===== src/source/ilocal_mem.hex =====
// One 32-bit instruction word per line, word addresses 0 to 31 (addi x1, x0, index)
00000093
00100093
00200093
00300093
00400093
00500093
00600093
00700093
00800093
00900093
00A00093
00B00093
00C00093
00D00093
00E00093
00F00093
01000093
01100093
01200093
01300093
01400093
01500093
01600093
01700093
01800093
01900093
01A00093
01B00093
01C00093
01D00093
01E00093
01F00093


===== src/source/fetch_pkg.sv =====
////////////////////////////////////////////////////////////////////////////
// Shared definitions for the instruction fetch unit
// Address map of the local memory and the bus range, reset vector,
// credit count, in-flight depth, and the packed structs exchanged
// between the issue controller, the sources and the response logic
////////////////////////////////////////////////////////////////////////////

package fetch_pkg;

    // Address map
    localparam logic [31:0] RESET_VEC  = 32'h0000_0000;
    localparam logic [31:0] LMEM_BASE  = 32'h0000_0000;
    localparam int          LMEM_WORDS = 32;
    localparam int          LMEM_AW    = $clog2(LMEM_WORDS);
    localparam logic [31:0] BUS_BASE   = 32'h8000_0000;
    localparam logic [31:0] BUS_MASK   = 32'hFFFF_0000;

    // Flow control and tracking depth
    localparam int FETCH_CREDITS = 4;
    localparam int CREDIT_W      = $clog2(FETCH_CREDITS + 1);
    localparam int MAX_INFLIGHT  = 2;
    localparam int INFLIGHT_W    = $clog2(MAX_INFLIGHT + 1);

    typedef enum logic [1:0] {
        SRC_LMEM = 2'd0,
        SRC_BUS  = 2'd1,
        SRC_NONE = 2'd2
    } src_id_t;

    typedef struct packed {
        logic [31:0] pc;
        src_id_t     src;
        logic        fault;
    } fetch_attr_t;

    typedef struct packed {
        logic        new_request;
        logic [31:0] addr;
    } fetch_req_t;

    typedef struct packed {
        logic        ready;
        logic        data_valid;
        logic [31:0] data;
    } fetch_rsp_t;

    typedef struct packed {
        logic        valid;
        logic [31:0] pc;
        logic [31:0] instr;
        logic        fault;
    } fetch_out_t;

    // External bus
    typedef struct packed {
        logic        req;
        logic [31:0] addr;
    } bus_req_t;

    typedef struct packed {
        logic        ack;
        logic [31:0] data;
    } bus_rsp_t;

endpackage


===== src/source/fetch_attr_fifo.sv =====
////////////////////////////////////////////////////////////////////////////
// Attribute FIFO
// Two-entry in-order buffer of outstanding fetch attributes
////////////////////////////////////////////////////////////////////////////

`timescale 1ns/1ps

module fetch_attr_fifo import fetch_pkg::*; (
    input  logic        clk,
    input  logic        rst,
    input  logic        push,
    input  fetch_attr_t data_in,
    input  logic        pop,
    output logic        full,
    output logic        valid,
    output fetch_attr_t data_out
);

    localparam int PTR_W = $clog2(MAX_INFLIGHT);

    fetch_attr_t           entries [MAX_INFLIGHT];
    logic [PTR_W-1:0]      wr_ptr;
    logic [PTR_W-1:0]      rd_ptr;
    logic [INFLIGHT_W-1:0] count;

    always_ff @(posedge clk) begin
        if (rst) begin
            wr_ptr <= '0;
            rd_ptr <= '0;
            count  <= '0;
        end else begin
            wr_ptr <= wr_ptr + PTR_W'(push);
            rd_ptr <= rd_ptr + PTR_W'(pop);
            count  <= count + INFLIGHT_W'(push) - INFLIGHT_W'(pop);
        end
    end

    // Payload storage
    always_ff @(posedge clk) begin
        if (push) begin
            entries[wr_ptr] <= data_in;
        end
    end

    assign full     = (count == INFLIGHT_W'(MAX_INFLIGHT));
    assign valid    = (count != '0);
    assign data_out = entries[rd_ptr];

    no_overflow_a: assert property (@(posedge clk) disable iff (rst) push |-> !full)
        else $error("Attribute FIFO push while full");
    no_underflow_a: assert property (@(posedge clk) disable iff (rst) pop |-> valid)
        else $error("Attribute FIFO pop while empty");

endmodule


===== src/source/fetch_issue_ctrl.sv =====
////////////////////////////////////////////////////////////////////////////
// Fetch issue controller
// PC register with redirect, source decode, consumer credit counter,
// fault stop and the issue decision that drives both fetch sources
////////////////////////////////////////////////////////////////////////////

`timescale 1ns/1ps

module fetch_issue_ctrl import fetch_pkg::*; (
    input  logic        clk,
    input  logic        rst,
    input  logic        redirect,
    input  logic [31:0] redirect_pc,
    input  logic        credit_return,
    input  logic        drop,
    input  logic        fifo_full,
    input  fetch_rsp_t  lmem_rsp,
    input  fetch_rsp_t  bus_rsp,
    output fetch_req_t  lmem_req,
    output fetch_req_t  bus_req,
    output logic        attr_push,
    output fetch_attr_t attr_in
);

    logic [31:0]         pc;
    logic [CREDIT_W-1:0] credits;
    logic                fault_stop;
    src_id_t             pc_src;
    logic                in_lmem;
    logic                in_bus;
    logic                sources_ready;
    logic                issue;

    ////////////////////////////////////////////////////////////////////////////
    // Address decode
    assign in_lmem = (pc - LMEM_BASE) < 32'(LMEM_WORDS * 4);
    assign in_bus  = (pc & BUS_MASK) == BUS_BASE;

    always_comb begin
        if (in_lmem) begin
            pc_src = SRC_LMEM;
        end else if (in_bus) begin
            pc_src = SRC_BUS;
        end else begin
            pc_src = SRC_NONE;
        end
    end

    ////////////////////////////////////////////////////////////////////////////
    // Issue decision
    // Both sources must be idle so that responses return in order
    assign sources_ready = lmem_rsp.ready & bus_rsp.ready;
    assign issue = (credits != '0) & ~fifo_full & sources_ready & ~fault_stop & ~redirect;

    always_ff @(posedge clk) begin
        if (rst) begin
            pc <= RESET_VEC;
        end else if (redirect) begin
            pc <= {redirect_pc[31:2], 2'b00};
        end else if (issue) begin
            pc <= pc + 32'd4;
        end
    end

    // One credit out per issue, one back per consumed or discarded response
    always_ff @(posedge clk) begin
        if (rst) begin
            credits <= CREDIT_W'(FETCH_CREDITS);
        end else begin
            credits <= credits + CREDIT_W'(credit_return) + CREDIT_W'(drop)
                       - CREDIT_W'(issue);
        end
    end

    // Halt after an unmapped fetch until software redirects
    always_ff @(posedge clk) begin
        if (rst || redirect) begin
            fault_stop <= 1'b0;
        end else if (issue && pc_src == SRC_NONE) begin
            fault_stop <= 1'b1;
        end
    end

    ////////////////////////////////////////////////////////////////////////////
    // Source requests and attribute push
    assign lmem_req.new_request = issue & (pc_src == SRC_LMEM);
    assign lmem_req.addr        = pc;
    assign bus_req.new_request  = issue & (pc_src == SRC_BUS);
    assign bus_req.addr         = pc;

    assign attr_push     = issue;
    assign attr_in.pc    = pc;
    assign attr_in.src   = pc_src;
    assign attr_in.fault = (pc_src == SRC_NONE);

    credit_bound_a: assert property (@(posedge clk) disable iff (rst)
        credits <= CREDIT_W'(FETCH_CREDITS))
        else $error("Credit count above FETCH_CREDITS");

endmodule


===== src/source/fetch_response.sv =====
////////////////////////////////////////////////////////////////////////////
// Fetch response logic
// Selects data of the head entry's source, completes entries in order,
// discards stale responses after a redirect and forms the output
////////////////////////////////////////////////////////////////////////////

`timescale 1ns/1ps

module fetch_response import fetch_pkg::*; (
    input  logic        clk,
    input  logic        rst,
    input  logic        redirect,
    input  logic        attr_push,
    input  logic        head_valid,
    input  fetch_attr_t head,
    input  fetch_rsp_t  lmem_rsp,
    input  fetch_rsp_t  bus_rsp,
    output logic        pop,
    output logic        drop,
    output fetch_out_t  fetch_out
);

    logic [INFLIGHT_W-1:0] inflight;
    logic [INFLIGHT_W-1:0] inflight_next;
    logic [INFLIGHT_W-1:0] flush_count;
    logic [31:0]           sel_data;
    logic                  sel_valid;
    logic                  complete;
    logic                  flushing;

    // Source select for the head entry
    assign sel_data  = (head.src == SRC_BUS) ? bus_rsp.data : lmem_rsp.data;
    assign sel_valid = (head.src == SRC_BUS) ? bus_rsp.data_valid : lmem_rsp.data_valid;

    // Faulting entries need no source response
    assign complete = head_valid & (head.fault | sel_valid);
    assign flushing = (flush_count != '0);

    assign pop  = complete;
    assign drop = complete & flushing;

    ////////////////////////////////////////////////////////////////////////////
    // In-flight and flush tracking
    assign inflight_next = inflight + INFLIGHT_W'(attr_push) - INFLIGHT_W'(pop);

    always_ff @(posedge clk) begin
        if (rst) begin
            inflight    <= '0;
            flush_count <= '0;
        end else begin
            inflight <= inflight_next;
            if (redirect) begin
                flush_count <= inflight_next;
            end else if (complete && flushing) begin
                flush_count <= flush_count - 1'b1;
            end
        end
    end

    assign fetch_out.valid = complete & ~flushing;
    assign fetch_out.pc    = head.pc;
    assign fetch_out.instr = head.fault ? 32'h0 : sel_data;
    assign fetch_out.fault = head.fault;

    // A response must belong to the entry at the head of the FIFO
    lmem_in_order_a: assert property (@(posedge clk) disable iff (rst)
        lmem_rsp.data_valid |-> (head_valid && head.src == SRC_LMEM))
        else $error("Local memory data_valid without matching head");
    bus_in_order_a: assert property (@(posedge clk) disable iff (rst)
        bus_rsp.data_valid |-> (head_valid && head.src == SRC_BUS))
        else $error("Bus data_valid without matching head");

endmodule


===== src/source/fetch_unit.sv =====
////////////////////////////////////////////////////////////////////////////
// Instruction fetch unit top level
// Connects the issue controller, attribute FIFO, response logic,
// local instruction memory and external bus master
////////////////////////////////////////////////////////////////////////////

`timescale 1ns/1ps

module fetch_unit import fetch_pkg::*; (
    input  logic        clk,
    input  logic        rst,
    input  logic        redirect,
    input  logic [31:0] redirect_pc,
    input  logic        credit_return,
    output fetch_out_t  fetch_out,
    output bus_req_t    bus_out,
    input  bus_rsp_t    bus_in
);

    fetch_req_t  lmem_req;
    fetch_req_t  bus_req;
    fetch_rsp_t  lmem_rsp;
    fetch_rsp_t  bus_rsp;
    logic        attr_push;
    fetch_attr_t attr_in;
    logic        fifo_full;
    logic        head_valid;
    fetch_attr_t head;
    logic        pop;
    logic        drop;

    fetch_issue_ctrl issue_ctrl_i (
        .clk           (clk),
        .rst           (rst),
        .redirect      (redirect),
        .redirect_pc   (redirect_pc),
        .credit_return (credit_return),
        .drop          (drop),
        .fifo_full     (fifo_full),
        .lmem_rsp      (lmem_rsp),
        .bus_rsp       (bus_rsp),
        .lmem_req      (lmem_req),
        .bus_req       (bus_req),
        .attr_push     (attr_push),
        .attr_in       (attr_in)
    );

    fetch_attr_fifo attr_fifo_i (
        .clk      (clk),
        .rst      (rst),
        .push     (attr_push),
        .data_in  (attr_in),
        .pop      (pop),
        .full     (fifo_full),
        .valid    (head_valid),
        .data_out (head)
    );

    fetch_response response_i (
        .clk        (clk),
        .rst        (rst),
        .redirect   (redirect),
        .attr_push  (attr_push),
        .head_valid (head_valid),
        .head       (head),
        .lmem_rsp   (lmem_rsp),
        .bus_rsp    (bus_rsp),
        .pop        (pop),
        .drop       (drop),
        .fetch_out  (fetch_out)
    );

    // Fetch sources
    ilocal_mem lmem_i (
        .clk (clk),
        .rst (rst),
        .req (lmem_req),
        .rsp (lmem_rsp)
    );

    ibus_master bus_i (
        .clk     (clk),
        .rst     (rst),
        .req     (bus_req),
        .bus_in  (bus_in),
        .rsp     (bus_rsp),
        .bus_out (bus_out)
    );

endmodule


===== src/source/ibus_master.sv =====
////////////////////////////////////////////////////////////////////////////
// External bus fetch source
// Idle/busy FSM holding a single outstanding request until ack
////////////////////////////////////////////////////////////////////////////

`timescale 1ns/1ps

module ibus_master import fetch_pkg::*; (
    input  logic       clk,
    input  logic       rst,
    input  fetch_req_t req,
    input  bus_rsp_t   bus_in,
    output fetch_rsp_t rsp,
    output bus_req_t   bus_out
);

    typedef enum logic {
        IDLE = 1'b0,
        BUSY = 1'b1
    } bus_state_t;

    bus_state_t  state;
    logic [31:0] addr_q;

    always_ff @(posedge clk) begin
        if (rst) begin
            state <= IDLE;
        end else begin
            case (state)
                IDLE: begin
                    if (req.new_request) begin
                        state <= BUSY;
                    end
                end
                BUSY: begin
                    if (bus_in.ack) begin
                        state <= IDLE;
                    end
                end
            endcase
        end
    end

    // Address held for the whole transfer
    always_ff @(posedge clk) begin
        if (state == IDLE && req.new_request) begin
            addr_q <= req.addr;
        end
    end

    assign bus_out.req  = (state == BUSY);
    assign bus_out.addr = addr_q;

    assign rsp.ready      = (state == IDLE);
    assign rsp.data_valid = (state == BUSY) & bus_in.ack;
    assign rsp.data       = bus_in.data;

    // A request arriving in BUSY would be lost
    req_when_idle_a: assert property (@(posedge clk) disable iff (rst)
        req.new_request |-> (state == IDLE))
        else $error("Bus fetch request while a transfer is outstanding");

endmodule


===== src/source/ilocal_mem.sv =====
////////////////////////////////////////////////////////////////////////////
// Local instruction memory source
// 32-word array with registered read, one cycle of latency
////////////////////////////////////////////////////////////////////////////

`timescale 1ns/1ps

module ilocal_mem import fetch_pkg::*; (
    input  logic       clk,
    input  logic       rst,
    input  fetch_req_t req,
    output fetch_rsp_t rsp
);

    logic [31:0]        mem [LMEM_WORDS];
    logic [LMEM_AW-1:0] word_idx;
    logic [31:0]        rd_data;
    logic               rd_valid;

    initial begin
        $readmemh("/design/src/source/ilocal_mem.hex", mem);
    end

    assign word_idx = req.addr[LMEM_AW+1:2];

    always_ff @(posedge clk) begin
        if (req.new_request) begin
            rd_data <= mem[word_idx];
        end
    end

    always_ff @(posedge clk) begin
        if (rst) begin
            rd_valid <= 1'b0;
        end else begin
            rd_valid <= req.new_request;
        end
    end

    // Pipelined, accepts a request every cycle
    assign rsp.ready      = 1'b1;
    assign rsp.data_valid = rd_valid;
    assign rsp.data       = rd_data;

endmodule


===== config.mk =====
export PLATFORM = sky130hd
export DESIGN_NAME = fetch_unit
export DESIGN_NICKNAME = d
export VERILOG_FILES = /design/src/source/fetch_pkg.sv /design/src/source/fetch_attr_fifo.sv /design/src/source/fetch_issue_ctrl.sv /design/src/source/fetch_response.sv /design/src/source/fetch_unit.sv /design/src/source/ibus_master.sv /design/src/source/ilocal_mem.sv
export SDC_FILE = /design/constraint.sdc
export NUM_CORES = 1
export LEC_CHECK = 0
export ABC_CLOCK_PERIOD_IN_PS = 9900
export BUFFER_PORTS_ARGS = -buffer_cell sky130_fd_sc_hd__buf_2
export CORE_UTILIZATION = 60
export DETAILED_ROUTE_END_ITERATION = 12
export GPL_TIMING_DRIVEN = 0
export PLACE_DENSITY_LB_ADDON = 0.08
export SYNTH_ARGS = -nofsm -noshare
export SYNTH_HDL_FRONTEND = slang
export SYNTH_HIERARCHICAL = 1
export SYNTH_SLANG_ARGS = --single-unit
export TNS_END_PERCENT = 100

===== constraint.sdc =====
create_clock -name clk -period 9.9 [get_ports clk]
set_input_delay 0.99 -clock clk [delete_from_list [all_inputs] [get_ports clk]]
set_output_delay 0.99 -clock clk [all_outputs]
set_load 0.01 [all_outputs]

# [Word level (Yosys, flattened, before mapping)]
# Memory sizes are Yosys's and may differ from the RTL's. A register that Yosys moved wholly into a read port is not among the register bits.
# Index checks and enable logic that the tools add are counted.
[word_totals] out_inout_bits=99 ff_bits=110 n_memories=1 ram_bits=70
[memory_table] memory="attr_fifo_i.entries" depth=2 word_bits=35 rd=1 rd_ports_with_merged_regs=1 write_ports=1 line_no="fetch_attr_fifo.sv:21" text="fetch_attr_t entries [MAX_INFLIGHT];"
[classes] order_cmp=1 n_reduce_logical=11 addsub=11 eq_ne=5 n_bitwise=16 mux=15
[ops] op="32-bit two-way mux" count=4
[ops] op="32-bit by 3-bit adder with 32-bit output, second input constant" count=1
[ops] op="32-bit by 8-bit < comparator with 1-bit output, second input constant" count=1
[ops] op="16-bit equality test, second input constant" count=1
[ops] op="1-bit AND" count=10
[ops] op="2-bit two-way mux" count=4
[ops] op="2-bit nonzero test" count=4
[ops] op="3-bit by 1-bit adder with 3-bit output" count=2
[ops] op="1-bit two-way mux" count=6
[ops] op="1-bit NOT" count=5
[ops] op="2-bit by 1-bit adder with 2-bit output" count=2
[ops] op="2-bit by 1-bit equality test with 1-bit output, second input constant" count=2
[ops] op="2-bit equality test, second input constant" count=2
[ops] op="2-bit by 1-bit subtractor with 2-bit output" count=2
[ops] op="1-bit logical AND" count=3
[ops] op="3-bit nonzero test" count=1
[ops] op="3-bit by 1-bit subtractor with 3-bit output" count=1
[ops] op="1-bit adder" count=2
[ops] op="2-bit logical NOT" count=1
[ops] op="1-bit case mux with 2 select lines" count=1
[ops] op="2-bit OR reduction" count=1
[ops] op="2-bit by 1-bit subtractor with 2-bit output, second input constant" count=1
[ops] op="1-bit logical OR" count=1
[ops] op="1-bit OR" count=1

# [Longest topological paths before layout]
[logic_depth] ltp_word=9 depth_mapped=14 mapped_depth_nobuf=12

# [Hierarchy]
# The synthesis kept the hierarchy.
[modules_own_cells] mod="fetch_attr_fifo" cells_each=128 instances=1 seq_area_each_um2=2182.1 area_each_um2=2879.0
[modules_own_cells] mod="fetch_issue_ctrl" cells_each=311 instances=1 seq_area_each_um2=680.7 area_each_um2=2518.7
[modules_own_cells] mod="ibus_master" cells_each=71 instances=1 seq_area_each_um2=980.9 area_each_um2=1261.2
[modules_own_cells] mod="fetch_response" cells_each=174 instances=1 seq_area_each_um2=80.1 area_each_um2=1011.0
[modules_own_cells] mod="ilocal_mem" cells_each=38 instances=1 seq_area_each_um2=20.0 area_each_um2=296.5

# [Worst setup path after synthesis]
# Ideal clock, no wire load.
[synth_path] path_type="input -> register" startpoint="input redirect" endpoint="register bus_i.addr_q[0], enable pin" required_ps=9473 arrival_time_ps=2930 cell_stages=3 setup_slack_ps=6543 path_buffers=1 path_cell_list="clkbuf_1 -> nor4_1 -> nor2b_1"
[synth_rtl] element="start, declared" line_no="fetch_unit.sv:12" text="input logic redirect,"
[synth_rtl] element="end signal, assigned" line_no="ibus_master.sv:47" text="addr_q <= req.addr;"
[synth_rtl] element="end, declared" line_no="ibus_master.sv:23" text="logic [31:0] addr_q;"

==> metrics.md <==
| Metric | Value |
|---|---|
| CP dominant cell by count | buf_6 |
| Reg-to-Reg Start | attr_fifo_i/rd_ptr |
| Mean post-synth cell area | ~11 sq um |
| Area growth, synth to finish | 21.2% |
| Part of the cycle the worst path needs | 0.354 |
| First-pass GRT wire length | around 24 mm |
| Core box area | approximately 0.013 sq mm |
| Largest net degree at the start of global routing | 36 |
| Worst-path clk slew | 0.06 ns |
| Stages on the worst setup path | 8 |
| Final setup vio count | 0 |
| Via-to-Cell Ratio | 4.98 |
| Chip height | 115 um |
| CTS Buf Count | 17 |
| Fillers | 907 |
| FF/Latch Area | 0.00394 sq mm |
| Endpoint class of the critical path | output port |
| Family with the most delay on the worst path | simple AND/OR/NAND/NOR gates |
| Layout net count | 957 |
| Slew at the pin closest to its max-slew limit | roughly 0.96 ns |
| Vias in the first global route | 4938 |
| Gr usage total | 0.240 |
| Num rows | 41 |
| Data required time of the worst path | 8.91 ns |
| Fin. Hold Viols | 0 |
| Detailed Route Iter0 Violations | 228 |
| CTS H-Tree Depth | 4 |
| Largest stage delay on the critical path | 0.55 ns |
| Layout cells sized above 1 | 0.410 |
| Crit path launch | attr_fifo_i/rd_ptr |
| Critical path buffer and inverter count | 4 |
| Crit-path slowest cell | or4b_4 |
| R2R Path End | issue_ctrl_i/credits[2] |
| HP Class | flip-flop to flip-flop |
| Area of the multi-input gates | 0.00266 sq mm |
| Die Width | about 120 um |
| Setup Buffers After CTS | 0 |
| Cell Area, Synth | around 0.0077 sq mm |
| Initial antenna violation count | 1 |
| Worst-path fanout max | 10 |
| Outcome | complete, no violations |
| Critical Path End | fetch_out[65] |
| Yosys warnings | 6 |
| Crit path launch type | flip-flop |
| Post-layout util | 0.745 |
| Final non-filler cell total | about 1100 |
| Initial core utilization | 0.615 |
| Max frequency | 0.285 GHz |
| CTS tree | done |
| WP data arrival | 2.52 ns |
| Vias post-DR | 5292 |
| R2R setup slack | ~6.6 ns |
| Routed WL per cell | approximately 15 um |
| Layout Skew | 0.00999 ns |
| Total negative slack | 0 ns |
| Longest Clk Path Bufs | 2 |
| Number of remaining DRC errors | 0 |
| Slew Limit Fails | 0 |
| GR Overflow Total | 0 |
| PD cells | 196 mW/mm^2 |
| Crit path time final | 3.51 ns |
| Pre-CTS setup slack | 6.49 ns |
| Rel. slew slack | 0.361 |
| CP Class | flip-flop to output port |
| Clock Tree Root | clkbuf_16 |
| I/O pin count | around 170 |
| IO Port Bufs | 133 |
| Worst-path cell chain | buf_6 > buf_12 > mux2_4 > buf_6 > or4b_4 > o21a_1 > and3_1 > buf_2 |
| Dpl cells | 1030 |
| Final wirelength | 15.4 mm |
| Post-Syn Instances | 690 |
| Hold-fix buffers, CTS | 0 |
| Placed wire-length estimate | 10.9 mm |
| RSZ-0062 raised after global routing | no |
| CTS Sinks | 146 |
| Leak | 4.02 nW |
| Later-pin clock latency in the skew report | 0.42 ns |
| Drt first pass iters | 4 |
| Die Area | 0.0133 sq mm |
| Gp weighted congestion | 0.831 |
| FF-to-FF path depth | 14 |
| Post-route ant nets | 0 |
| Max-cap viol count | 0 |
| Min setup slack post-route | 6.39 ns |
| Pwr Total | about 1.8 mW |
| Ant. Diodes | 0 |
| VDD IR max | 166 uV |
| Post-cts sizing count | 0 |
## metal layers
metal  track usage  wire (um)  vias up
li1              -          -     2627
met1         0.304       6780     2482
met2         0.398       7550      166
met3        0.0612        880       17
met4        0.0918        189        0
met5             0          0        -
## how the worst min path moves through the flow
stage / start / end / cells past startpoint / slack [ns]
detailed placement: issue_ctrl_i/fault_stop / issue_ctrl_i/fault_stop / 2 / 0.53
finish: issue_ctrl_i/pc[5] / attr_fifo_i/entries[1][8] / 0 / 0.55
floorplan: issue_ctrl_i/fault_stop / issue_ctrl_i/fault_stop / 2 / 0.49
global placement: issue_ctrl_i/fault_stop / issue_ctrl_i/fault_stop / 2 / 0.51
CTS: issue_ctrl_i/fault_stop / issue_ctrl_i/fault_stop / 2 / 0.55
global route: issue_ctrl_i/fault_stop / issue_ctrl_i/fault_stop / 2 / 0.57
## final cells by class
type / instances / share of cell area
Sequential cell: 146 / 0.421
Timing Repair Buffer: 134 / 0.0740
Buffer: 162 / 0.129
Tap cell: 172 / 0.0230
Multi-Input combinational cell: 400 / 0.284
Clock inverter: 11 / 0.0135
Clock buffer: 21 / 0.0492
Inverter: 16 / 0.00642
## state kept, by name (all words and copies together) (netlist names)
register                 count
attr_fifo_i/count            2
response_i/inflight          2
lmem_i/rd_valid              1
issue_ctrl_i/fault_stop      1
attr_fifo_i/rd_ptr           1
attr_fifo_i/wr_ptr           1
bus_i/state                  1
bus_i/addr_q                32
attr_fifo_i/entries         70
issue_ctrl_i/credits         3
issue_ctrl_i/pc             30
response_i/flush_count       2
## cell usage in the layout (no fill, tap or decap), types with 4 or more instances in the layout
master,count
buf_2,137
buf_4,135
edfxtp_1,102
nand2_1,89
dfxtp_1,44
a21oi_1,38
conb_1,37
nor2_1,34
mux2_4,29
a211oi_1,20
xnor2_1,18
clkbuf_16,17
inv_1,15
clkbuf_1,15
nor4_1,12
nor3_1,11
nand4_1,10
xor2_1,10
nor2b_1,9
nand3_1,9
ha_1,7
mux2_2,6
or3_1,6
and3_1,5
a311oi_1,4
## report_power, final
part / internal, mW / switching, mW / leakage [nW]
Clock: 0.386 / 0.248 / 0.288
Combinational: 0.261 / 0.196 / 2.45
Sequential: 0.711 / 0.0363 / 1.28
## through the flow
stage	hold WS, ns	cell area, sq um
after floorplan	0.492	7850
after global placement	0.508	8730
after detailed placement	0.535	8770
after CTS	0.548	9360
after global routing	0.567	9360
final	0.551	9360
No activity file was read; power rests on OpenSTA's default activity.
